**config.mk**
```make
export PLATFORM = sky130hd
export DESIGN_NAME = mul_unit
export DESIGN_NICKNAME = d
export VERILOG_FILES = /design/src/mul_pkg.sv /design/src/mul_pipe.sv /design/src/mul_rs.sv /design/src/mul_unit.sv
export SDC_FILE = /design/constraint.sdc
export NUM_CORES = 2
export LEC_CHECK = 0
export BUFFER_PORTS_ARGS = -buffer_cell sky130_fd_sc_hd__buf_4
export CAP_MARGIN = 0
export CORE_MARGIN = 2
export CORE_UTILIZATION = 30
export CTS_BUF_LIST = sky130_fd_sc_hd__clkbuf_16
export DETAILED_ROUTE_END_ITERATION = 6
export MAX_ROUTING_LAYER = met4
export PLACE_DENSITY_LB_ADDON = 0.05
export RECOVER_POWER = 25
export SLEW_MARGIN = 20
export SYNTH_ARGS = -nofsm -noshare
export SYNTH_HDL_FRONTEND = slang
export SYNTH_HIERARCHICAL = 1
export SYNTH_SLANG_ARGS = --single-unit
export TNS_END_PERCENT = 50
```
**constraint.sdc**
```tcl
create_clock -name clock -period 15.4 [get_ports clock]
set_input_delay 1.54 -clock clock [delete_from_list [all_inputs] [get_ports clock]]
set_output_delay 1.54 -clock clock [all_outputs]
set_load 0.01 [all_outputs]
```
**src/mul_pkg.sv**
```systemverilog
// shared widths, function codes and packets for the multiply path; compile before the rest

package mul_pkg;

    //////////////////////////////////////////////////
    // widths
    //////////////////////////////////////////////////

    localparam int xlen    = 32;  // data path width
    localparam int prf_len = 6;   // physical register tag width
    localparam int rob_len = 5;   // reorder buffer index width

    // multiply flavour, rv32m funct3 order
    typedef enum logic [1:0] {
        MUL    = 2'd0,  // low word, sign does not matter
        MULH   = 2'd1,  // high word, signed x signed
        MULHSU = 2'd2,  // high word, signed x unsigned
        MULHU  = 2'd3   // high word, unsigned x unsigned
    } mul_func_t;

    //////////////////////////////////////////////////
    // operand slot, read as tag or value by its ready bit
    //////////////////////////////////////////////////

    typedef struct packed {
        logic [xlen-prf_len-1:0] pad;  // kept zero while waiting
        logic [prf_len-1:0]      tag;  // producer's physical register
    } operand_tag_t;

    typedef union packed {
        logic [xlen-1:0] value;     // ready view
        operand_tag_t    tag_view;  // pending view
    } operand_t;

    // one station slot
    typedef struct packed {
        logic                opa_ready;
        operand_t            opa;
        logic                opb_ready;
        operand_t            opb;
        logic [prf_len-1:0]  dest_preg;
        logic [rob_len-1:0]  rob_idx;
        mul_func_t           func;
    } rs_entry_t;

    // what dispatch hands over, tag and value side by side
    typedef struct packed {
        logic                opa_ready;
        logic [xlen-1:0]     opa_value;
        logic [prf_len-1:0]  opa_tag;
        logic                opb_ready;
        logic [xlen-1:0]     opb_value;
        logic [prf_len-1:0]  opb_tag;
        logic [prf_len-1:0]  dest_preg;
        logic [rob_len-1:0]  rob_idx;
        mul_func_t           func;
    } dispatch_t;

    // station to multiplier, both operands resolved
    typedef struct packed {
        logic [xlen-1:0]     opa_value;
        logic [xlen-1:0]     opb_value;
        logic [prf_len-1:0]  dest_preg;
        logic [rob_len-1:0]  rob_idx;
        mul_func_t           func;
    } issue_t;

    // common data bus broadcast
    typedef struct packed {
        logic                valid;
        logic [prf_len-1:0]  tag;
        logic [xlen-1:0]     value;
    } cdb_t;

    // multiplier result waiting for a bus grant
    typedef struct packed {
        logic [prf_len-1:0]  dest_preg;
        logic [rob_len-1:0]  rob_idx;
        logic [xlen-1:0]     value;
    } mul_result_t;

endpackage

```
**src/mul_pipe.sv**
```systemverilog
// three-stage rv32m multiplier, stalls on a missing cdb grant and drops everything on flush
`timescale 1ns/1ps

module mul_pipe
    import mul_pkg::*;
(
    input  logic        clock,
    input  logic        rst,
    input  logic        flush,
    input  logic        issue_valid,
    input  issue_t      issue,
    input  logic        cdb_grant,     // result leaves on this edge
    output logic        mul_ready,
    output logic        result_valid,
    output mul_result_t result
);

    typedef struct packed {
        logic [xlen:0]       opa;  // 33 bit, extended per func
        logic [xlen:0]       opb;
        logic [prf_len-1:0]  dest_preg;
        logic [rob_len-1:0]  rob_idx;
        mul_func_t           func;
    } s1_t;

    typedef struct packed {
        logic [33:0]         pp_ll;  // lo x lo
        logic [33:0]         pp_lh;  // lo x hi
        logic [33:0]         pp_hl;  // hi x lo
        logic [33:0]         pp_hh;  // hi x hi
        logic [prf_len-1:0]  dest_preg;
        logic [rob_len-1:0]  rob_idx;
        mul_func_t           func;
    } s2_t;

    // sign-extend a partial product to the full product width
    function automatic logic [63:0] widen(input logic [33:0] p);
        return {{30{p[33]}}, p};
    endfunction

    logic               stall;
    logic               s1_valid, s2_valid;
    s1_t                s1, s1_next;
    s2_t                s2, s2_next;
    logic               a_signed, b_signed;
    logic signed [16:0] a_lo, a_hi, b_lo, b_hi;
    logic [63:0]        sum;

    assign stall     = result_valid & ~cdb_grant;  // head blocked, whole pipe waits
    assign mul_ready = ~stall;

    //////////////////////////////////////////////////
    // stage 1: extend operands
    //////////////////////////////////////////////////

    assign a_signed = (issue.func == MULH) || (issue.func == MULHSU);
    assign b_signed = (issue.func == MULH);

    always_comb begin
        s1_next.opa       = {a_signed & issue.opa_value[xlen-1], issue.opa_value};
        s1_next.opb       = {b_signed & issue.opb_value[xlen-1], issue.opb_value};
        s1_next.dest_preg = issue.dest_preg;
        s1_next.rob_idx   = issue.rob_idx;
        s1_next.func      = issue.func;
    end

    //////////////////////////////////////////////////
    // stage 2: four 17x17 partial products
    //////////////////////////////////////////////////

    assign a_lo = {1'b0, s1.opa[15:0]};  // low halves always unsigned
    assign b_lo = {1'b0, s1.opb[15:0]};
    assign a_hi = s1.opa[32:16];          // carries the extension bit
    assign b_hi = s1.opb[32:16];

    always_comb begin
        s2_next.pp_ll     = a_lo * b_lo;
        s2_next.pp_lh     = a_lo * b_hi;
        s2_next.pp_hl     = a_hi * b_lo;
        s2_next.pp_hh     = a_hi * b_hi;
        s2_next.dest_preg = s1.dest_preg;
        s2_next.rob_idx   = s1.rob_idx;
        s2_next.func      = s1.func;
    end

    //////////////////////////////////////////////////
    // stage 3: sum and pick the word
    //////////////////////////////////////////////////

    // mod 2^64 is enough, the rv32m product fits
    assign sum = widen(s2.pp_ll) + (widen(s2.pp_lh) << 16) + (widen(s2.pp_hl) << 16)
               + (widen(s2.pp_hh) << 32);

    always_ff @(posedge clock) begin
        if (rst || flush) begin
            s1_valid     <= 1'b0;
            s2_valid     <= 1'b0;
            result_valid <= 1'b0;
        end else if (!stall) begin
            s1_valid     <= issue_valid;
            s2_valid     <= s1_valid;
            result_valid <= s2_valid;
        end
    end

    always_ff @(posedge clock) begin
        if (!stall) begin
            s1               <= s1_next;
            s2               <= s2_next;
            result.dest_preg <= s2.dest_preg;
            result.rob_idx   <= s2.rob_idx;
            result.value     <= (s2.func == MUL) ? sum[31:0] : sum[63:32];
        end
    end

    // a waiting result must not change under the bus
    a_result_hold: assert property (
        @(posedge clock) disable iff (rst || flush)
        result_valid && !cdb_grant |=> result_valid && $stable(result));

endmodule

```
**src/mul_rs.sv**
```systemverilog
// multiply reservation station: takes dispatches, wakes operands off the cdb, issues lowest ready
`timescale 1ns/1ps

module mul_rs
    import mul_pkg::*;
#(
    parameter int rs_size = 4  // power of two, 2..16
) (
    input  logic      clock,
    input  logic      rst,
    input  logic      flush,        // misprediction, drop everything
    input  logic      dispatch_en,
    input  dispatch_t dispatch,
    input  cdb_t      cdb,
    input  logic      mul_ready,    // multiplier can take an issue
    output logic      rs_full,
    output logic      issue_valid,
    output issue_t    issue
);

    localparam int idx_len = $clog2(rs_size);

    rs_entry_t             entries [rs_size];
    logic [rs_size-1:0]    free;       // 1 = slot empty
    logic [rs_size-1:0]    req;        // slot may issue this cycle
    logic [idx_len-1:0]    free_idx;   // where the next dispatch lands
    logic [idx_len-1:0]    pick_idx;   // slot chosen for issue
    logic                  pick_any;
    rs_entry_t             new_entry;
    logic                  opa_bypass;
    logic                  opb_bypass;

    assign rs_full = ~|free;  // every slot taken

    //////////////////////////////////////////////////
    // slot selection
    //////////////////////////////////////////////////

    // lowest free slot, scan downward so the smallest index wins
    always_comb begin
        free_idx = '0;
        for (int i = rs_size - 1; i >= 0; i--) begin
            if (free[i]) free_idx = idx_len'(i);
        end
    end

    // occupied, both operands present, multiplier open
    always_comb begin
        for (int i = 0; i < rs_size; i++) begin
            req[i] = ~free[i] & entries[i].opa_ready & entries[i].opb_ready & mul_ready;
        end
    end

    always_comb begin
        pick_idx = '0;
        for (int i = rs_size - 1; i >= 0; i--) begin
            if (req[i]) pick_idx = idx_len'(i);  // lowest requester
        end
    end

    assign pick_any = |req;

    //////////////////////////////////////////////////
    // dispatch packet, with same-cycle cdb bypass
    //////////////////////////////////////////////////

    assign opa_bypass = ~dispatch.opa_ready & cdb.valid & (cdb.tag == dispatch.opa_tag);
    assign opb_bypass = ~dispatch.opb_ready & cdb.valid & (cdb.tag == dispatch.opb_tag);

    always_comb begin
        new_entry.opa_ready = dispatch.opa_ready | opa_bypass;
        if (dispatch.opa_ready) begin
            new_entry.opa.value = dispatch.opa_value;
        end else if (opa_bypass) begin
            new_entry.opa.value = cdb.value;  // producer finishing right now
        end else begin
            new_entry.opa.tag_view.pad = '0;
            new_entry.opa.tag_view.tag = dispatch.opa_tag;
        end

        new_entry.opb_ready = dispatch.opb_ready | opb_bypass;
        if (dispatch.opb_ready) begin
            new_entry.opb.value = dispatch.opb_value;
        end else if (opb_bypass) begin
            new_entry.opb.value = cdb.value;
        end else begin
            new_entry.opb.tag_view.pad = '0;
            new_entry.opb.tag_view.tag = dispatch.opb_tag;
        end

        new_entry.dest_preg = dispatch.dest_preg;
        new_entry.rob_idx   = dispatch.rob_idx;
        new_entry.func      = dispatch.func;
    end

    //////////////////////////////////////////////////
    // slot state
    //////////////////////////////////////////////////

    always_ff @(posedge clock) begin
        if (rst || flush) begin
            free        <= '1;
            issue_valid <= 1'b0;
        end else begin
            if (dispatch_en) free[free_idx] <= 1'b0;
            if (pick_any)    free[pick_idx] <= 1'b1;  // never the dispatch slot
            if (mul_ready) issue_valid <= pick_any;   // else hold the pending issue
        end
    end

    // payload: dispatch fills an empty slot, wakeup only touches occupied ones
    always_ff @(posedge clock) begin
        if (dispatch_en) entries[free_idx] <= new_entry;
        for (int i = 0; i < rs_size; i++) begin
            if (!free[i] && cdb.valid) begin
                if (!entries[i].opa_ready && entries[i].opa.tag_view.tag == cdb.tag) begin
                    entries[i].opa_ready <= 1'b1;
                    entries[i].opa.value <= cdb.value;
                end
                if (!entries[i].opb_ready && entries[i].opb.tag_view.tag == cdb.tag) begin
                    entries[i].opb_ready <= 1'b1;
                    entries[i].opb.value <= cdb.value;
                end
            end
        end
    end

    // issue register, read through the value view
    always_ff @(posedge clock) begin
        if (pick_any) begin
            issue.opa_value <= entries[pick_idx].opa.value;
            issue.opb_value <= entries[pick_idx].opb.value;
            issue.dest_preg <= entries[pick_idx].dest_preg;
            issue.rob_idx   <= entries[pick_idx].rob_idx;
            issue.func      <= entries[pick_idx].func;
        end
    end

    //////////////////////////////////////////////////
    // checks
    //////////////////////////////////////////////////

    // sender must watch rs_full
    a_no_dispatch_full: assert property (
        @(posedge clock) disable iff (rst || flush) dispatch_en |-> !rs_full);

    // a blocked multiplier gets no new issue, the pending one stays put
    a_hold_when_busy: assert property (
        @(posedge clock) disable iff (rst || flush)
        !mul_ready |=> $stable(issue_valid) && (!issue_valid || $stable(issue)));

    // a freshly issued packet came from an occupied slot with both operands in
    a_issue_ready: assert property (
        @(posedge clock) disable iff (rst || flush)
        mul_ready |=> !issue_valid ||
            $past(!free[pick_idx] && entries[pick_idx].opa_ready && entries[pick_idx].opb_ready));

endmodule

```
**src/mul_unit.sv**
```systemverilog
// multiply path top: reservation station feeding the pipelined multiplier
`timescale 1ns/1ps

module mul_unit
    import mul_pkg::*;
#(
    parameter int rs_size = 4  // station depth
) (
    input  logic        clock,
    input  logic        rst,
    input  logic        flush,         // misprediction
    input  logic        dispatch_en,
    input  dispatch_t   dispatch,
    input  cdb_t        cdb,           // wakeup broadcast
    input  logic        cdb_grant,
    output logic        rs_full,
    output logic        result_valid,
    output mul_result_t result
);

    logic   issue_valid;
    issue_t issue;
    logic   mul_ready;  // back-pressure from the pipe

    mul_rs #(
        .rs_size(rs_size)
    ) rs_i (
        .clock       (clock),
        .rst         (rst),
        .flush       (flush),
        .dispatch_en (dispatch_en),
        .dispatch    (dispatch),
        .cdb         (cdb),
        .mul_ready   (mul_ready),
        .rs_full     (rs_full),
        .issue_valid (issue_valid),
        .issue       (issue)
    );

    mul_pipe pipe_i (
        .clock        (clock),
        .rst          (rst),
        .flush        (flush),
        .issue_valid  (issue_valid),
        .issue        (issue),
        .cdb_grant    (cdb_grant),
        .mul_ready    (mul_ready),
        .result_valid (result_valid),
        .result       (result)
    );

endmodule

```
### Word-level counts from Yosys, hierarchy flattened

Memories as Yosys holds them, arrays and structs flattened. A register that Yosys moved wholly into a read port is not among the register bits.
Index checks and enable logic that the tools add are counted.

* register bits after elaboration: 275
* RAM bits: 316
* input port bits: 135
* output and inout bits: 45
* word-level logic and storage cells: 154
* memories: 1

* add/subtract/negate cells: 3
* $mul: 4
* magnitude comparators: 4
* eq/ne operators: 12
* mux-type cells: 46
* bitwise gates (word level): 32
* reduce and logical (&&, ||, !) cells: 32

Memory list
* rs_i.entries: words 4, bits a word 79, rd ports 5, clocked after memory_dff 1, write ports 5, RTL line mul_rs.sv:23 `rs_entry_t entries [rs_size];`

Operator list (number)
* 32-bit two-way mux: 5
* 64-bit adder: 2
* 17-bit by 17-bit multiplier with 34-bit output: 2
* 6-bit equality test: 10
* 33-bit by 50-bit adder with 51-bit output: 1
* 16-bit by 16-bit multiplier with 32-bit output: 1
* 17-bit by 17-bit multiplier with 32-bit output: 1
* 1-bit two-way mux: 28
* 1-bit AND: 19
* 2-bit two-way mux: 8
* 1-bit logical AND: 14
* 1-bit zero test: 13
* 4-bit two-way mux: 3
* 1-bit NOT: 8
* 4-bit OR reduction: 2
* 2-bit by 3-bit less-than comparator with 1-bit output (second input constant): 2
* 4-bit AND: 1
* 1-bit demux with 2-bit select: 2
* 2-bit by 1-bit >= comparator with 1-bit output (second input constant): 2
* 4-bit NOT: 1
* 4-bit OR: 1
* 2-bit by 1-bit equality test with 1-bit output (second input constant): 1
* 2-bit equality test (second input constant): 1
* 2-bit zero test: 1
* 2 further kinds: 4

### Longest topological paths before layout

* depth after elaboration: 14
* gate-level depth with buffers: 26
* mapped depth without buffers: 26

### By module

The synthesis kept the hierarchy.

By module, submodules not included
* mul_pipe: instances 1, cells an instance 5150, area each 50653.6 um^2, seq. area each 8077.7 um^2
* mul_rs: instances 1, cells an instance 1338, area each 18225.0 um^2, seq. area each 11821.3 um^2

### Worst setup path before layout

Ideal clock, no wire load.

* path type: input-to-reg
* start: in cdb_grant
* end: reg, netlist name rs_i/issue[0]
* setup time: 0.453 ns
* arrival time: 10.833 ns
* required time: 14.947 ns
* setup slack: 4.114 ns
* stages: 5
* path buffers: 1
* cell sequence: nor2b_1 inv_1 nand4b_1 clkbuf_1 nand4_1

* elaborated cells between the ends (all ways): 12

RTL lines
* from (decl): RTL line mul_unit.sv:15 `input logic cdb_grant,`
* 1-bit NOT (*): RTL line mul_pipe.sv:49 `assign stall = result_valid & ~cdb_grant;`
* 1-bit AND (*): RTL line mul_pipe.sv:49
* 1-bit NOT (*): RTL line mul_pipe.sv:50 `assign mul_ready = ~stall;`
* named net mul_ready: RTL line mul_unit.sv:23 `logic mul_ready;`
* 1-bit AND: RTL line mul_rs.sv:50 `req[i] = ~free[i] & entries[i].opa_ready & entries[i].opb_ready & mul_ready;`
* 4-bit OR reduction (*): RTL line mul_rs.sv:61 `assign pick_any = |req;`
* named net rs_i.pick_any: RTL line mul_rs.sv:28 `logic pick_any;`

Mark *: on every way through the listed nets, which the timed path passes. The rest lies on a longest branch.
A chain may end at the register's enable or synchronous reset.

==> metrics.txt <==
result of the run=complete, but fails checks; violations in the final reports=max-capacitance violations, max-slew violations; post-layout net count=8112; cts repair resizes=0; worst-skew pair later-pin latency=720 ps; transition time at the pin with the least slew margin=3420 ps; critical path start-end classification=flip-flop to flip-flop; critical path's largest stage delay=1160 ps; multiplexer share of the synthesized area=0.193%; initial cell density of the core=30.2%; Sequential Power Share=22.5%; final hold violations=0; endpoint of the lowest-slack register-to-register path=pipe_i/s2[80]; worst rel slew slack=-128%; wire length of the first global-routing pass=336 mm; estimated wirelength of the detail-placed design=159 mm; Routed Antenna Nets=0; I/O pins=180; Async S/R FF share, synth=0%; switching pwr=5.42 mW; count leader, synth=sky130_fd_sc_hd__inv_1; internal power contribution=6.35 mW; clock tree from TritonCTS=done; cell with the largest stage delay on the worst path=sky130_fd_sc_hd__clkbuf_1; total grt overflow=0; number of inserted filler cells in the final layout=23200; synthesized-area fraction occupied by xor and xnor cells=3.14%; post-detailed-placement cell area=73400 um^2; most common library cells after synthesis=sky130_fd_sc_hd__inv_1, sky130_fd_sc_hd__fa_1, sky130_fd_sc_hd__nand2_1; clk root buf=sky130_fd_sc_hd__clkbuf_16; final design instance area without fill=76100 um^2; post-route fraction of the period consumed by the critical path=54.3%; largest family of logic cells by synthesized area=adder cells; highest routed layer=met4; startpoint type of the worst setup path=flip-flop; total DRC errors in the routed layout=0; number of enable-type register cells in the synthesized netlist=652; number of DRC markers in iteration 0=2535; adder-cell area share of the yosys netlist=37.4%; met3 routed wirelength=8.25 mm; CTS buffer count=87; total count of max-transition violations in the final report=231; final total power=11.8 mW; # hold bufs at CTS=0; largest buffer count on any clock path=3; number of search-and-repair iterations in the first detailed-routing pass=5; Fmax=120 MHz; pin count of the biggest net entering global routing=63; CP startpoint=pipe_i/a_hi[0]; setup fix buffers added after clock tree synthesis=0; Wirelength per Cell=23.0 um; via count=46100; Synth cell types=90; data arrival time of the worst path=8770 ps; share of power burned in the clock network=17.2%; Rows=175; power per standard cell area=155 nW/um^2; complex-gate fraction of the synthesized area=10.1%; worst setup skew after layout=48.0 ps; number of cells on the worst reg-to-reg path=24; die height=483 um; number of warnings printed during yosys synthesis=6; total negative slack=0 ps; core region area=228000 um^2; Die Width=483 um; detailed route wirelength on metal2=103 mm; number of buffer cells added on primary ports=179; syn_area_per_cell=10.6 um^2; Worst-path clk slew=70 ps; Via density=4.81; endpoint kind of the worst setup timing path=flip-flop; Met1 Routed Length=104 mm; proportion of synthesized chip area in sequential cells=28.9%; growth of design area from synthesis to finish=10.5%; Final setup violation count=0; net switching fraction of the power=46.1%; most repeated library cell on the critical path=sky130_fd_sc_hd__fa_1; share of post-route cells with drive strength above 1=6.84%; Critical Path Fanout Max=18; net count of the mapped netlist=8090; number of instances in the synthesized netlist=6488; most frequently used flop master after synthesis=sky130_fd_sc_hd__edfxtp_1; total wirelength of the detailed-routed design=221 mm; startpoint of the worst register-to-register path=pipe_i/a_hi[0]; Hold Startpoint=rs_i/issue[61]; type of the most critical hold path=flip-flop to flip-flop; top-area cell type share of the netlist area=28.5%; unrepaired setup endpoints after global routing=no; number of antenna violations at the first check in global routing=12; Sinks on Clock Net=668; leakage power total=33.8 nW; Cell Chain, Critical Path=clkbuf_1 > clkbuf_1 > and2_1 > ha_1 > fa_1 > inv_1 > fa_1 > inv_1 > fa_1 > fa_1 > inv_1 > fa_1 > inv_1 > ha_1 > a21o_1 > a221o_1 > a22o_1 > a21oi_1 > o211ai_1 > o21ai_1 > o211ai_1 > a31oi_1 > o21ai_1 > xnor2_1; largest cells by area after synthesis=sky130_fd_sc_hd__fa_1, sky130_fd_sc_hd__edfxtp_1, sky130_fd_sc_hd__ha_1; part of the total power dissipated in combinational logic=60.4%; Total Routing Usage GR=19.8%; largest voltage drop on the vdd net=207 uV; number of synthesized register bits=668; CTS H-tree depth=3; routability congestion estimate=0.795; critical path required time=15810 ps; shortest clock period the worst path allows after layout=8360 ps; count of maximum capacitance violations=6; Register-to-Register Setup Slack=7040 ps; capturing instance or port of the critical path=pipe_i/s2[80]; vias in the first global route=50400; cell type with the largest total area after synthesis=sky130_fd_sc_hd__fa_1; synthesized area=68900 um^2; post-synthesis share of cell area spent on and, or, nand and nor gates=12.1%; Die ar.=233000 um^2
-- area by class of cell --
type	count	area [um^2]	share of cell area (%)
Inverter	1116	4190	5.50
Clock inverter	72	622	0.817
Antenna cell	3	7.51	0.00986
Timing Repair Buffer	286	2080	2.73
Sequential cell	668	19900	26.1
Clock buffer	87	2180	2.86
Tap cell	3009	3760	4.94
Multi-Input combinational cell	4351	43400	57.0
-- cell families (layout without fill, tap and decap cells) --
| logic type | Yosys count | after routing |
|---|---|---|
| buffers and inverters | 1469 | 1561 |
| xor gates and xnor gates | 247 | 247 |
| and+or+nand+nor | 1675 | 1675 |
| DFF | 668 | 668 |
| other | 0 | 3 |
| muxes | 13 | 13 |
| AOI/OAI and AO/OA | 949 | 949 |
| adders and majority gates | 1467 | 1467 |
-- metal layers --
| metal | vias up | track usage [%] |
|---|---|---|
| met1 | 23700 | 26.4 |
| met5 | - | - |
| met4 | 0 | 5.12 |
| met3 | 276 | 2.31 |
| li1 | 21200 | - |
| met2 | 932 | 31.9 |
-- worst max-delay path, delay by kind of cell (launching register included) --
kind / cells / cell delay (ps)
xor gates and xnor gates: 1 / 140
buffers and inverters: 6 / 2380
and+or+nand+nor: 1 / 260
adders and majority gates: 7 / 2620
AOI/OAI and AO/OA: 9 / 2260
DFF: 1 / 330
-- power by group through the flow --
stage | combinational [mW] | sequential [mW] | clock [mW]
final | 7.11 | 2.64 | 2.02
after detailed placement | 7.21 | 2.70 | 0
after floorplan | 4.71 | 2.59 | 0
after global routing | 7.97 | 2.67 | 2.14
after CTS | 7.25 | 2.66 | 2.09
after global placement | 7.23 | 2.70 | 0
-- worst min-delay path by stage --
stage / endpoint / cells after the start
floorplan: pipe_i/a_hi[0] / 0
global placement: pipe_i/a_lo[1] / 0
detailed placement: pipe_i/b_hi[14] / 0
CTS: pipe_i/a_hi[0] / 0
global route: pipe_i/a_hi[0] / 0
finish: pipe_i/a_hi[0] / 0
-- cell usage in the layout (no fill, tap or decap), types with 29 or more instances in the layout --
cell type and count:
sky130_fd_sc_hd__o21ai_1 67, sky130_fd_sc_hd__o21ai_0 65, sky130_fd_sc_hd__nor3_1 47, sky130_fd_sc_hd__inv_1 1129, sky130_fd_sc_hd__nand3_1 88, sky130_fd_sc_hd__and2_1 534
sky130_fd_sc_hd__o2bb2ai_1 214, sky130_fd_sc_hd__xor2_1 87, sky130_fd_sc_hd__ha_1 485, sky130_fd_sc_hd__nor2b_1 29, sky130_fd_sc_hd__nor2_1 114, sky130_fd_sc_hd__a21oi_1 205
sky130_fd_sc_hd__nand2b_1 41, sky130_fd_sc_hd__edfxtp_1 652, sky130_fd_sc_hd__buf_4 266, sky130_fd_sc_hd__a22oi_1 54, sky130_fd_sc_hd__nand2_1 712, sky130_fd_sc_hd__clkbuf_16 87
sky130_fd_sc_hd__xnor2_1 160, sky130_fd_sc_hd__o21a_1 29, sky130_fd_sc_hd__a221o_1 58, sky130_fd_sc_hd__fa_1 982, sky130_fd_sc_hd__a21o_1 87
-- metrics by stage --
stage,hold slack [ps],worst slack (ps),util [%],instances
floorplan,400,4110,-,6488
global route,407,6490,33.4,9592
detailed placement,405,8020,32.2,9430
finish,400,7040,33.4,9592
global placement,400,8060,32.2,9430
CTS,400,7970,33.4,9589
-- flip-flops by register name, indices dropped and copies added, names as in the netlist --
name	cells
pipe_i/a_hi	17
pipe_i/a_lo	16
pipe_i/b_hi	17
pipe_i/b_lo	16
pipe_i/result	43
pipe_i/result_valid	1
pipe_i/s1	13
pipe_i/s1_valid	1
pipe_i/s2	145
pipe_i/s2_valid	1
rs_i/entries	316
rs_i/free	4
rs_i/issue	77
rs_i/issue_valid	1
(Power assumes the default switching activity.)
